`src/verilog/eeprom_settings.svh`:
```
`ifndef EEPROM_SETTINGS_SVH
`define EEPROM_SETTINGS_SVH

// byte address and transfer length
`define EE_ADDR_W        16
`define EE_LEN_W         17

// serial phase lengths in sys_clk cycles
`define EE_CMD_CYCLES    18
`define EE_ADDR_CYCLES   32
`define EE_BYTE_CYCLES   16

// host write byte buffer
`define EE_TXFIFO_DEPTH  16

`endif

```
`src/verilog/eeprom_pkg.sv`:
```
`default_nettype none

`include "eeprom_settings.svh"

package eeprom_pkg;

  typedef enum logic [7:0]
  {
    OP_WREN  = 8'h06,
    OP_RDSR  = 8'h05,
    OP_READ  = 8'h03,
    OP_WRITE = 8'h02
  } spi_opcode_e;

  typedef enum logic [2:0]
  {
    ST_IDLE,
    ST_LOAD,
    ST_CMD,
    ST_STATUS,
    ST_ADDR,
    ST_RD_DATA,
    ST_WR_DATA
  } seq_state_e;

  typedef struct packed
  {
    spi_opcode_e           opcode;
    logic [`EE_ADDR_W-1:0] addr;
    logic [`EE_LEN_W-1:0]  len;
  } ee_req_t;

  // one array access, valid while a strobe is high
  typedef struct packed
  {
    logic                  wr_strobe;
    logic                  rd_strobe;
    logic [`EE_ADDR_W-1:0] addr;
    logic [7:0]            data;
    logic                  last;
    logic                  status_rd;
  } ee_mem_op_t;

endpackage

`default_nettype wire

```
`src/verilog/eeprom_sequencer.sv`:
```
`timescale 1ns/100ps
`default_nettype none

`include "eeprom_settings.svh"

module eeprom_sequencer
  import eeprom_pkg::*;
(
  input  logic       sys_clk,
  input  logic       glbl_rst_n,
  input  ee_req_t    req,
  input  logic       req_valid,
  input  logic [7:0] fifo_data,
  input  logic       fifo_empty,
  output logic       seq_idle,
  output logic       fifo_pop,
  output ee_mem_op_t mem_op,
  output logic       wel_set,
  output logic       wel_clear
);

  localparam int PH_W   = $clog2(`EE_ADDR_CYCLES);
  localparam int SLOT_W = $clog2(`EE_BYTE_CYCLES);

  seq_state_e            state;
  ee_req_t               req_q;
  logic [PH_W-1:0]       phase_cnt;
  logic [SLOT_W-1:0]     slot_cnt;
  logic [`EE_LEN_W-1:0]  byte_cnt;
  logic [`EE_ADDR_W-1:0] addr_q;
  logic                  cmd_done;
  logic                  status_done;
  logic                  addr_done;
  logic                  slot_last;
  logic                  last_byte;
  logic                  byte_step;

  assign cmd_done    = (phase_cnt == PH_W'(`EE_CMD_CYCLES - 1));
  assign status_done = (phase_cnt == PH_W'(`EE_BYTE_CYCLES - 1));
  assign addr_done   = (phase_cnt == PH_W'(`EE_ADDR_CYCLES - 1));
  assign slot_last   = (slot_cnt == SLOT_W'(`EE_BYTE_CYCLES - 1));
  assign last_byte   = (byte_cnt == req_q.len - 1'b1);

  assign seq_idle  = (state == ST_IDLE);
  assign fifo_pop  = (state == ST_WR_DATA) && slot_last && !fifo_empty;
  assign byte_step = ((state == ST_RD_DATA) && slot_last) || fifo_pop;
  assign wel_set   = (state == ST_CMD) && cmd_done && (req_q.opcode == OP_WREN);
  assign wel_clear = fifo_pop && last_byte;

  always_comb
  begin
    mem_op           = '0;
    mem_op.addr      = addr_q;
    mem_op.data      = fifo_data;
    mem_op.last      = last_byte;
    mem_op.wr_strobe = fifo_pop;
    mem_op.rd_strobe = ((state == ST_RD_DATA) && slot_last) ||
                       ((state == ST_STATUS) && status_done);
    mem_op.status_rd = (state == ST_STATUS);
  end

  always_ff @(posedge sys_clk)
  begin
    if (!glbl_rst_n)
    begin
      state     <= ST_IDLE;
      phase_cnt <= '0;
      slot_cnt  <= '0;
      byte_cnt  <= '0;
    end
    else
    begin
      case (state)
        ST_IDLE:
        begin
          if (req_valid)
            state <= ST_LOAD;
        end
        ST_LOAD:
        begin
          state     <= ST_CMD;
          phase_cnt <= '0;
        end
        ST_CMD:
        begin
          phase_cnt <= phase_cnt + 1'b1;
          if (cmd_done)
          begin
            phase_cnt <= '0;
            case (req_q.opcode)
              OP_WREN: state <= ST_IDLE;
              OP_RDSR: state <= ST_STATUS;
              default: state <= ST_ADDR;
            endcase
          end
        end
        ST_STATUS:
        begin
          phase_cnt <= phase_cnt + 1'b1;
          if (status_done)
            state <= ST_IDLE;
        end
        ST_ADDR:
        begin
          phase_cnt <= phase_cnt + 1'b1;
          slot_cnt  <= '0;
          byte_cnt  <= '0;
          if (addr_done)
            state <= (req_q.opcode == OP_WRITE) ? ST_WR_DATA : ST_RD_DATA;
        end
        ST_RD_DATA, ST_WR_DATA:
        begin
          // slot holds at its pop cycle while the fifo is empty
          if (!slot_last)
            slot_cnt <= slot_cnt + 1'b1;
          else if (byte_step)
          begin
            slot_cnt <= '0;
            byte_cnt <= byte_cnt + 1'b1;
            if (last_byte)
              state <= ST_IDLE;
          end
        end
        default:
          state <= ST_IDLE;
      endcase
    end
  end

  always_ff @(posedge sys_clk)
  begin
    if ((state == ST_IDLE) && req_valid)
      req_q <= req;
    if (state == ST_LOAD)
      addr_q <= req_q.addr;
    else if (byte_step)
      addr_q <= addr_q + 1'b1;
  end

endmodule

`default_nettype wire

```
`config.mk`:
```
export PLATFORM = sky130hd
export DESIGN_NAME = eeprom_sequencer
export DESIGN_NICKNAME = d
export VERILOG_FILES = /design/src/verilog/eeprom_pkg.sv /design/src/verilog/eeprom_sequencer.sv
export VERILOG_INCLUDE_DIRS = /design/src /design/src/verilog
export SDC_FILE = /design/constraint.sdc
export NUM_CORES = 1
export LEC_CHECK = 0
export BUFFER_PORTS_ARGS = -buffer_cell sky130_fd_sc_hd__clkbuf_2
export CAP_MARGIN = 10
export CORE_MARGIN = 1
export CORE_UTILIZATION = 50
export DETAILED_ROUTE_END_ITERATION = 6
export PLACE_DENSITY = 0.73
export RECOVER_POWER = 100
export SLEW_MARGIN = 25
export SYNTH_ARGS = -nofsm -noshare
export SYNTH_HDL_FRONTEND = slang
export SYNTH_SLANG_ARGS = --single-unit
```
`constraint.sdc`:
```
create_clock -name sys_clk -period 2.8 [get_ports sys_clk]
set_input_delay 0.14 -clock sys_clk [delete_from_list [all_inputs] [get_ports sys_clk]]
set_output_delay 0.14 -clock sys_clk [all_outputs]
set_load 0.01 [all_outputs]
```
# Yosys cells after proc, flatten, opt, wreduce, memory -nomap -nowiden
# Cells that the tools add are included.
# word_totals
wordCells	75
output_inout_bits	32
reg_bits	86
in_bits	53
# op_classes
mux	20
eq_ne	22
add_sub_neg	5
reduce_logical	20
# op_table
operator	n
$mux 17	2
$pmux 17 s2	1
$mux 16	2
$mux 3	7
$pmux 3 s6	1
$add 17x1->17 const B	1
$eq 17x17->1	1
$sub 17x1->17 const B	1
$add 16x1->16 const B	1
$eq 8x3->1 const B	2
$pmux 5 s3	1
$ne 2x2->1 const B	6
$eq 5x5->1 const B	2
$eq 3x3->1 const B	3
$eq 8x2->1 const B	1
$logic_and 1x1->1	8
$mux 4	2
$pmux 4 s2	1
$reduce_and 7->1	1
$eq 3x2->1 const B	2
$pmux 3 s2	1
$add 5x1->5 const B	1
$eq 5x4->1 const B	1
$mux 5	1
other kinds (14)	17

# Depth between registers and ports, before layout
# Gate-level depths: netlist (run 1).
# logic_depth
ltp_word	7
mapped_depth	9
ltp_nobuf	9

# Least setup slack after synthesis (run 1)
# OpenSTA, ideal clock, no wires.
# synth_path
kind	register to register
start	reg req_q[0] (netlist name)
end	reg state[0]
required_ns	2.680
n_path_buf	0
t_arrival_ns	2.331
period_less_slack_ns	2.451
slack_ns	0.349
stages_incl_launch_ff	10
setup_ns	0.120
cell_sequence	edfxtp_1 -> inv_1 -> ha_1 -> nor4b_4 -> nand2_2 -> mux2_4 -> a31o_1 -> a2111oi_4 -> a31oi_1 -> o31a_1
# synth_between
elab_chain_cells	4
# synth_lines
element	line_no	rtl
start: declaration	eeprom_sequencer.sv:26	ee_req_t req_q;
start signal: assignment	eeprom_sequencer.sv:133	req_q <= req;
$sub 17x1->17	eeprom_sequencer.sv:42	assign last_byte = (byte_cnt == req_q.len - 1'b1);
$eq 17x17->1	eeprom_sequencer.sv:42	
$ne 2x2->1 (no line)	-	
$reduce_and 7->1 (no line)	-	
end signal: assignment	eeprom_sequencer.sv:109	state <= (req_q.opcode == OP_WRITE) ? ST_WR_DATA : ST_RD_DATA;
end: declaration	eeprom_sequencer.sv:25	seq_state_e state;
# Every way passes these cells.
# A chain may end at the register's enable or synchronous reset.

# Worst setup path after layout (run 1)
# layout_path
start	reg req_q[0] (netlist name)
end	out wel_clear
# layout_between
elab_chain_cells	3
# layout_lines
element	line_no	rtl
$sub 17x1->17	eeprom_sequencer.sv:42	
$eq 17x17->1	eeprom_sequencer.sv:42	
$logic_and 1x1->1	eeprom_sequencer.sv:48	assign wel_clear = fifo_pop && last_byte;
end: declaration	eeprom_sequencer.sv:19	output logic wel_clear
# Every way passes these cells.

==> summary.txt, run 1 <==
Drt
  • WL/cell: 14.61 µm
  • DRT iter0 DRCs: 133
  • Top sig layer: met4
  • WL final: 9396 µm
  • Drt drc: 0
  • Met3 wire length: 531 µm
  • Via count: 3498
  • Routed Antenna Nets: 0
  • DR pass1 iterations: 4
  • WL met2: 4570 µm
  • Metal-1 WL: 4133 µm
  • Via density: 5.440

Logic synthesis
  • Async SR Flop Fraction: 0%
  • Synth Flop Type: edfxtp_1
  • Top post-synthesis cells by area: edfxtp_1 39%, dfxtp_1 13%, xor2_1 5.1%, xnor2_1 4.6%, nand2_1 3.9%
  • Synthesized flop and latch total: 86
  • Mapped Area: 0.004425 mm²
  • Syn Inst Count: 423
  • Part of the Yosys area used for sequential elements: 51.80%
  • Library cells used by synthesis: 57
  • Syn Nets: 484
  • Average cell area after synthesis: 10.46 µm²
  • Yosys warning total: 0
  • Area share of the leading cell type in the synthesized netlist: 38.68%
  • EDFF count, synth: 57
  • Synth area leader: edfxtp_1

Timing
  • Final Slew Violations: 0
  • Max Freq: 333.0 MHz
  • Setup-failing EPs final: 2
  • Final period utilization: 107.2%
  • RSZ-0062 raised after global routing: yes
  • Max_slew headroom: 7.362%
  • Worst Tran Pin Value: 1.389 ns
  • Worst hold slack: 0.1238 ns
  • Fin worst setup slack: -0.2029 ns
  • Total negative slack: -0.3692 ns
  • Minimum clock period: 3.003 ns
  • Clk_skew: 0.01122 ns
  • Final Hold Viols: 0

Global route
  • Largest net degree at the start of global routing: 31
  • GRT overflow: 0
  • Vias in the first global route: 3296
  • Total track usage: 21.72%
  • Initial antenna violation count: 0
  • First-pass GRT wire length: 14990 µm

Clock tree
  • Root Driver: clkbuf_8
  • CTS buffer count: 9
  • Clock sink count: 86
  • CTS tree: done
  • H-tree levels: 3
  • Reg clk slew, reported paths: 0.08 ns
  • Bufs on Longest Clock Path: 2
  • Clk_lat worst skew: 0.35 ns

Setup path
  • CP startpoint kind: register
  • Worst-path fanout max: 3
  • Crit Path Category: reg -> out
  • Crit path DAT: 2.86 ns
  • Critical Path RT: 2.66 ns
  • Nature of the critical path endpoint: primary output
  • FF-to-FF path depth: 10

Die
  • Die ar.: 0.009231 mm²
  • Floorplan core area: 0.008382 mm²
  • Core Rows: 33
  • Total I/O pin count: 85
  • Die height: 96.08 µm
  • Die W: 96.08 µm
  • Starting Density: 52.80%

Placement
  • IO buf count: 68
  • GP Congestion: 0.8434
  • DPL Wire Length: 6498 µm

Hold path
  • Hold path cells: 2
  • Hold Path Class: in -> reg

Finish
  • Nets: 594
  • Layout cells sized above 1: 15.61%
  • Final core utilization: 64.88%
  • Filler cells: 660
  • ANT cells: 0
  • Synthesis-to-layout area growth: 22.87%

Power and ir drop
  • Overall Power: 3.042 mW
  • PwrDens: 559.4 mW/mm²
  • Static Leak: 1.947 nW
  • Max VDD drop: 277.4 µV

Outcome
  • Failing checks: negative setup slack
  • Status: finished with violations

Run
  • Max Cap Viol: 0
## cell usage in the layout, fill, tap and decap left out, drive strengths merged, types with 3 or more instances in the layout
| master | count |
|---|---|
| a211oi | 4 |
| nor4 | 3 |
| clkbuf | 81 |
| and3 | 8 |
| dlygate4sd3 | 41 |
| o21ai | 21 |
| mux2i | 3 |
| nor3 | 9 |
| and2 | 7 |
| nand2 | 47 |
| nand2b | 7 |
| a21oi | 15 |
| nor3b | 5 |
| inv | 12 |
| nor2b | 3 |
| o22ai | 3 |
| nor2 | 40 |
| xnor2 | 23 |
| ha | 8 |
| nand4 | 12 |
| buf | 13 |
| a31oi | 4 |
| dfxtp | 29 |
| edfxtp | 57 |
| or3 | 4 |
| xor2 | 26 |
| mux2 | 7 |
| nand3 | 14 |
## layer usage
metal  vias up  track usage [%]
met5         -                0
met4         0            7.960
met3        18            6.003
met2       104            36.82
met1      1656            26.29
li1       1720                -
## final timing paths
check        slack (ns)           to         from
min                0.12     state[0]   glbl_rst_n
max reg2reg        0.02     state[0]     req_q[0]
min reg2reg        0.52  slot_cnt[3]  slot_cnt[3]
max               -0.20    wel_clear     req_q[0]
## cell type report
| type | count | area (µm²) | area share [%] |
|---|---|---|---|
| Inverter | 12 | 45.04 | 0.8283 |
| Multi-Input combinational cell | 302 | 1979 | 36.40 |
| Sequential cell | 86 | 2292 | 42.15 |
| Timing Repair Buffer | 122 | 812.0 | 14.93 |
| Clock buffer | 13 | 138.9 | 2.554 |
| Clock inverter | 3 | 38.79 | 0.7133 |
| Tap cell | 105 | 131.4 | 2.416 |
## power by group
part	switching [mW]	total (mW)	internal [mW]	leakage, nW
Clock	0.416	0.826	0.410	0.0890
Combinational	0.316	0.561	0.244	1.08
Sequential	0.116	1.65	1.54	0.776
## sequential cells by signal (all words and copies together), names as in the netlist
register,flops
req_q,41
addr_q,16
byte_cnt,17
slot_cnt,4
state,3
phase_cnt,5
## synth_stat cells (all sizes together) (3+ instances only)
cell / n
a211oi: 4
dfxtp: 29
and2: 7
nand2: 47
nor3b: 5
and3: 8
clkbuf: 11
nor2b: 3
xnor2: 23
buf: 12
a21oi: 15
ha: 8
o22ai: 3
xor2: 26
mux2: 7
nand2b: 7
nor3: 9
nand3: 14
nor4: 3
or3: 4
mux2i: 3
nand4: 12
nor2: 40
a31oi: 4
inv: 12
edfxtp: 57
o21ai: 21
## kinds of logic after synthesis
family                     count (synthesis)  share of synthesized area [%]
AOI/OAI and AO/OA                         64                          9.613
muxes                                     10                          2.544
adders and majority gates                  8                          2.262
xor gates and xnor gates                  49                          9.697
and+or+nand+nor                          171                          20.07
buffers and inverters                     35                          4.014
DFF                                       86                          51.80
## metrics by stage
| stage | setup slack, ns | instances | cell area (µm²) |
|---|---|---|---|
| 2_1_floorplan | 0.3490 | 423 | 4425 |
| 3_3_place_gp | 0.2389 | 578 | 4816 |
| 3_5_place_dp | 0.1279 | 578 | 4816 |
| 4_1_cts | -0.02676 | 643 | 5473 |
| 5_1_grt | -0.2763 | 643 | 5438 |
| 6_report | -0.2029 | 643 | 5438 |
## what timing repair did
action                                  CTS  global route
endpoints found under the setup margin    2             2
endpoints found under the hold margin    41             0
gates resized for setup                   2             5
pin swaps                                 3             4
hold buffers                             41             0
setup buffers                             8             0
## critical path, stage by stage, from the launching register on
cell and delay (ns):
edfxtp_1 0.42, buf_4 0.17, buf_4 0.14, nor3_1 0.30, xnor2_1 0.13, nor4_1 0.39
nand4_1 0.21, a2111oi_4 0.39, and3_1 0.22, buf_2 0.13
Power figures use the tool's default switching activity.
==> inputs of run 2 (changes only) <==
CTS_BUF_LIST = sky130_fd_sc_hd__clkbuf_8   (was default)
==> run 2 against run 1 <==
Compared with the run above:
- critical path depth did not move
- fmax hardly changed
- worst hold slack lost 0.011 ns
- clock-buffer cell count is 4 lower
- the flow still finishes with violations (negative setup slack)
- largest power group unchanged
- wire length is essentially flat
- register-to-register slack hardly changed
- cell count unchanged
- critical path type unchanged
==> summary.txt, run 2 (synthesis gave the netlist of run 1 again) <==
Outcome
  • Status: finished with violations
  • Failing checks: negative setup slack

Finish
  • ANT cells: 0 (unchanged)
  • Largest Register: req_q
  • Most common cell after layout, fill and taps aside: edfxtp_1
  • Filler cells: 660 (unchanged)
  • Layout cells sized above 1: 15.61% (unchanged)
  • Synthesis-to-layout area growth: 22.87% (unchanged)
  • Nets: 594 (unchanged)
  • Most frequent cells in the layout: 57 x edfxtp_1, 46 x nand2_1, 41 x dlygate4sd3_1
  • Filler-free cell count of the finished design: 643 (unchanged)
  • Max reg flops: 41 (unchanged)
  • Final core utilization: 64.88% (unchanged)
  • Regs by FF count: req_q: 41 flops, byte_cnt: 17 flops, addr_q: 16 flops

Timing
  • Minimum clock period: 3.001 ns (-0.001818 ns)
  • RSZ-0062 raised after global routing: yes
  • Final Slew Violations: 0 (unchanged)
  • Fin worst setup slack: -0.2011 ns (+0.001818 ns)
  • Worst Tran Pin Value: 1.419 ns (+0.02986 ns)
  • Max_slew headroom: 5.370% (-2.0 points)
  • Final period utilization: 107.2% (about the same)
  • Max Freq: 333.2 MHz (about the same)
  • Worst hold slack: 0.1130 ns (-0.01080 ns)
  • Clk_skew: 0.009790 ns (-0.001425 ns)
  • Final Hold Viols: 0 (unchanged)
  • Setup-failing EPs final: 2 (unchanged)

Drt
  • Routed Antenna Nets: 0 (unchanged)
  • WL/cell: 14.62 µm (about the same)
  • DR pass1 iterations: 4 (unchanged)
  • Via count: 3515 (+0.49%)
  • Via density: 5.467 (+0.49%)
  • DRT iter0 DRCs: 147 (+11%)
  • Drt drc: 0 (unchanged)
  • WL final: 9398 µm (about the same)

Hold path
  • Hold Path Class: in -> reg
  • Hold_sp: glbl_rst_n

Power and ir drop
  • NetSw: 0.8493 mW (about the same)
  • Overall Power: 3.028 mW (-0.45%)
  • Switch share: 28.05% (+0.15 points)
  • Static Leak: 1.964 nW (+0.85%)
  • Combinational power share: 18.5% (about the same)
  • PwrDens: 556.9 mW/mm² (-0.45%)
  • Max VDD drop: 277.3 µV (about the same)
  • P_int: 2.179 mW (-0.66%)
  • Clock network fraction of total power: 26.8% (-0.4 points)
  • Reg power frac: 54.7% (+0.3 points)

Die
  • Floorplan core area: 0.008382 mm² (unchanged)
  • Die W: 96.08 µm (unchanged)
  • Starting Density: 52.80% (unchanged)
  • Die height: 96.08 µm (unchanged)
  • Die ar.: 0.009231 mm² (unchanged)
  • Total I/O pin count: 85 (unchanged)
  • Core Rows: 33 (unchanged)

Global route
  • Initial antenna violation count: 0 (unchanged)
  • First-pass GRT wire length: 14990 µm (unchanged)
  • Largest net degree at the start of global routing: 31 (unchanged)
  • Total track usage: 21.72% (unchanged)
  • GRT overflow: 0 (unchanged)
  • Vias in the first global route: 3296 (unchanged)

Placement
  • GP Congestion: 0.8434 (unchanged)
  • DPL Wire Length: 6498 µm (unchanged)
  • IO buf count: 68 (unchanged)
  • Place WS: 0.1279 ns (unchanged)
  • DP Cell Count: 578 (unchanged)

Clock tree
  • Root Driver: clkbuf_8
  • Clk_lat worst skew: 0.35 ns (about the same)
  • Clock sink count: 86 (unchanged)
  • CTS tree: done
  • Reg clk slew, reported paths: 0.08 ns (about the same)
  • Bufs on Longest Clock Path: 2 (unchanged)
  • H-tree levels: 3 (unchanged)
  • CTS buffer count: 9 (unchanged)

Setup path
  • Crit path DAT: 2.86 ns (about the same)
  • CP startpoint kind: register
  • FF-to-FF Start: req_q[0]
  • Critical Path RT: 2.66 ns (about the same)
  • Worst-path fanout max: 3 (unchanged)
  • Crit. Startpoint: req_q[0]
  • Nature of the critical path endpoint: primary output
  • Crit Path Category: reg -> out

Run
  • Max Cap Viol: 0 (unchanged)
## run 2: power by group through the flow
stage	clock (mW)	sequential [mW]	combinational, mW
3_5_place_dp	0	1.68	0.518
3_3_place_gp	0	1.67	0.501
4_1_cts	0.828	1.65	0.581
2_1_floorplan	0	1.67	0.353
5_1_grt	0.892	1.67	0.627
6_report	0.812	1.66	0.561
## run 2: timing repair
item                       in CTS  in global routing
resized for setup               2                  5
hold buffers                   41                  0
hold endpoints to repair       41                  0
setup endpoints to repair       2                  2
pin swaps                       3                  4
buffers inserted                8                  0
## run 2: worst paths after layout
| check | endpoint | slack (ns) | cells past startpoint |
|---|---|---|---|
| min reg2reg | slot_cnt[3] | 0.53 | 1 |
| max reg2reg | state[0] | 0.02 | 10 |
| max | wel_clear | -0.20 | 9 |
| min | state[0] | 0.11 | 2 |
## run 2: final cells by class
cell class	instances	area (µm²)	area share [%]
Timing Repair Buffer	122	812.0	14.93
Multi-Input combinational cell	302	1979	36.40
Tap cell	105	131.4	2.416
Clock inverter	7	53.80	0.9894
Inverter	12	45.04	0.8283
Sequential cell	86	2292	42.15
Clock buffer	9	123.9	2.278
## run 2: worst max-delay path, stage by stage, from the launching register on
cell	delay, ns
edfxtp_1	0.44
buf_4	0.17
buf_4	0.14
nor3_1	0.30
xnor2_1	0.13
nor4_1	0.37
nand4_1	0.21
a2111oi_4	0.39
and3_1	0.22
buf_2	0.13
## run 2: metrics by stage
step                      setup TNS, ns  area [µm²]
after global placement                0        4816
after detailed placement              0        4816
after global routing            -0.8747        5438
after floorplan                       0        4425
after CTS                      -0.03021        5473
final                           -0.3649        5438
## run 2: layer usage
layer	part of all wire [%]	global-route usage, %
met3	5.9	6.003
met4	1.7	7.960
met2	49	36.82
met5	0	0
met1	44	26.29
==> inputs of run 3 (changes only) <==
CTS_CLUSTER_DIAMETER = 150   (was default)
SETUP_SLACK_MARGIN = 0.3   (was default)
==> run 3 against run 2 <==
Compared with the run above:
- the flow still finishes with violations (negative setup slack)
- die area unchanged
- sequential share of layout area decreased by 0.12 points
- critical path type unchanged
- sequential power about the same
- critical path depth unchanged
==> summary.txt, run 3 (synthesis gave the netlist of run 1 again) <==
Drt
  • Routed Antenna Nets: 0 (unchanged)
  • Drt drc: 0 (unchanged)
  • Via count: 3519 (+0.11%)
  • DR pass1 iterations: 4 (unchanged)
  • WL/cell: 14.67 µm (+0.37%)
  • DRT iter0 DRCs: 149 (+1.4%)
  • WL final: 9447 µm (+0.52%)
  • Via density: 5.464 (about the same)

Die
  • Die height: 96.08 µm (unchanged)
  • Die W: 96.08 µm (unchanged)
  • Core Rows: 33 (unchanged)
  • Starting Density: 52.80% (unchanged)
  • Total I/O pin count: 85 (unchanged)
  • Floorplan core area: 0.008382 mm² (unchanged)
  • Die ar.: 0.009231 mm² (unchanged)

Global route
  • Initial antenna violation count: 0 (unchanged)
  • Total track usage: 21.72% (unchanged)
  • First-pass GRT wire length: 14990 µm (unchanged)
  • Largest net degree at the start of global routing: 31 (unchanged)
  • GRT overflow: 0 (unchanged)
  • Vias in the first global route: 3296 (unchanged)

Power and ir drop
  • Static Leak: 1.971 nW (+0.35%)
  • PwrDens: 555.6 mW/mm² (-0.22%)
  • NetSw: 0.8501 mW (about the same)
  • Max VDD drop: 275.0 µV (-0.81%)
  • P_int: 2.180 mW (about the same)
  • Combinational power share: 18.6% (about the same)
  • Switch share: 28.06% (about the same)
  • Overall Power: 3.030 mW (about the same)
  • Clock network fraction of total power: 26.8% (about the same)
  • Reg power frac: 54.7% (about the same)

Hold path
  • Hold Path Class: in -> reg
  • Hold Path End: state[0]
  • Hold_sp: glbl_rst_n
  • Hold path cells: 2 (unchanged)

Clock tree
  • CTS tree: done
  • Root Driver: clkbuf_8
  • Bufs on Longest Clock Path: 2 (unchanged)
  • Clk_lat worst skew: 0.35 ns (about the same)
  • Clock sink count: 86 (unchanged)
  • CTS buffer count: 9 (unchanged)
  • H-tree levels: 3 (unchanged)
  • Reg clk slew, reported paths: 0.08 ns (about the same)

Setup path
  • FF-to-FF Start: req_q[0]
  • Nature of the critical path endpoint: primary output
  • CP max stage delay: 0.44 ns (about the same)
  • CP startpoint kind: register
  • Crit path DAT: 2.86 ns (about the same)
  • Critical Path RT: 2.66 ns (about the same)
  • CP max-delay cell: edfxtp_1
  • Worst-path fanout max: 3 (unchanged)
  • Crit path cell chain: buf_4, buf_4, nor3_1, xnor2_1, nor4_1, nand4_1, a2111oi_4, and3_1, buf_2
  • Worst R2R Setup Slack: 0.02 ns (about the same)
  • Most frequent CP cell: buf_4
  • Crit Path Category: reg -> out
  • FF-to-FF path depth: 10 (unchanged)
  • Reg2reg end: state[0]

Placement
  • GP Congestion: 0.8434 (unchanged)
  • DPL Wire Length: 6498 µm (unchanged)
  • DP Cell Count: 578 (unchanged)
  • Place WS: 0.1279 ns (unchanged)
  • IO buf count: 68 (unchanged)

Finish
  • Area taken by multi-input logic gates: 0.001983 mm² (+0.19%)
  • Max reg flops: 41 (unchanged)
  • Synthesis-to-layout area growth: 23.21%
  • Most frequent cells in the layout: 57 x edfxtp_1, 46 x nand2_1, 41 x dlygate4sd3_1
  • Nets: 595 (+0.17%)
  • ANT cells: 0 (unchanged)
  • Most common cell after layout, fill and taps aside: edfxtp_1
  • Regs by FF count: req_q: 41 flops, byte_cnt: 17 flops, addr_q: 16 flops
  • Sequential cell area: 0.002292 mm² (unchanged)
  • Filler-free cell count of the finished design: 644 (+0.16%)
  • Filler cells: 661 (+0.15%)
  • Layout cells sized above 1: 15.96% (+0.34 points)
  • Largest Register: req_q
  • Final core utilization: 65.05% (+0.18 points)

Timing
  • Max Freq: 333.6 MHz (+0.12%)
  • Worst hold slack: 0.1150 ns (+0.002009 ns)
  • Setup-failing EPs final: 2 (unchanged)
  • Final period utilization: 107.1% (-0.12 points)
  • Worst Tran Pin Value: 1.397 ns (-0.02196 ns)
  • Minimum clock period: 2.998 ns (-0.003486 ns)
  • Max_slew headroom: 6.835% (+1.5 points)
  • Final Slew Violations: 0 (unchanged)
  • RSZ-0062 raised after global routing: yes
  • Clk_skew: 0.009869 ns (+0.00007910 ns)
  • Fin worst setup slack: -0.1976 ns (+0.003486 ns)
  • Final Hold Viols: 0 (unchanged)

Outcome
  • Status: finished with violations
  • Failing checks: negative setup slack

Run
  • Max Cap Viol: 0 (unchanged)
==> run 3: cell types whose count changed in the layout (fill, tap and decap cells not counted) <==
cell,before,now
a21oi_1,15,14
a21oi_2,0,1
buf_6,1,2
==> run 3: layout make-up <==
class	instances	area share [%]
Timing Repair Buffer	123	15.10
Inverter	12	0.8261
Clock buffer	9	2.272
Tap cell	105	2.409
Multi-Input combinational cell	302	36.37
Sequential cell	86	42.04
Clock inverter	7	0.9867
==> run 3: per-layer routing <==
metal	global-route usage [%]	up-vias	share of wire (%)
li1	-	1723	-
met1	26.29	1656	44
met2	36.82	116	48
met3	6.003	24	5.9
met4	7.960	0	1.9
met5	0	-	0
==> run 3: power groups by stage <==
stage,Clock [mW],Combinational (mW),Sequential [mW]
2_1_floorplan,0,0.353,1.67
3_3_place_gp,0,0.501,1.67
3_5_place_dp,0,0.518,1.68
4_1_cts,0.828,0.581,1.65
5_1_grt,0.892,0.628,1.68
6_report,0.811,0.562,1.66
==> run 3: worst max path at each step <==
stage | start | to | cells past startpoint
2_1_floorplan | req_q[0] | state[0] | 9
3_3_place_gp | req_q[0] | wel_clear | 9
3_5_place_dp | req_q[0] | state[0] | 9
4_1_cts | req_q[0] | wel_clear | 9
5_1_grt | req_q[0] | wel_clear | 9
6_report | req_q[0] | wel_clear | 9
==> run 3: metrics by stage <==
step           cell area [µm²]  setup TNS, ns
2_1_floorplan             4425              0
3_3_place_gp              4816              0
3_5_place_dp              4816              0
4_1_cts                   5473       -0.03021
5_1_grt                   5453        -0.8794
6_report                  5453        -0.3558
==> run 3: critical path: cells and delay by family (launching register included) <==
kind / cells / cell delay (ns)
compound gates: 1 / 0.39
xor+xnor: 1 / 0.13
buf+inv: 3 / 0.44
flops: 1 / 0.44
simple gates: 4 / 1.11
==> run 3: what timing repair did <==
item	4_1_cts	5_1_grt
gates resized for setup	2	8
endpoints found under the hold margin	41	0
hold buffers	41	0
endpoints found under the setup margin	4	6
pin swaps	3	4
buffers inserted	8	1
cloned	0	0
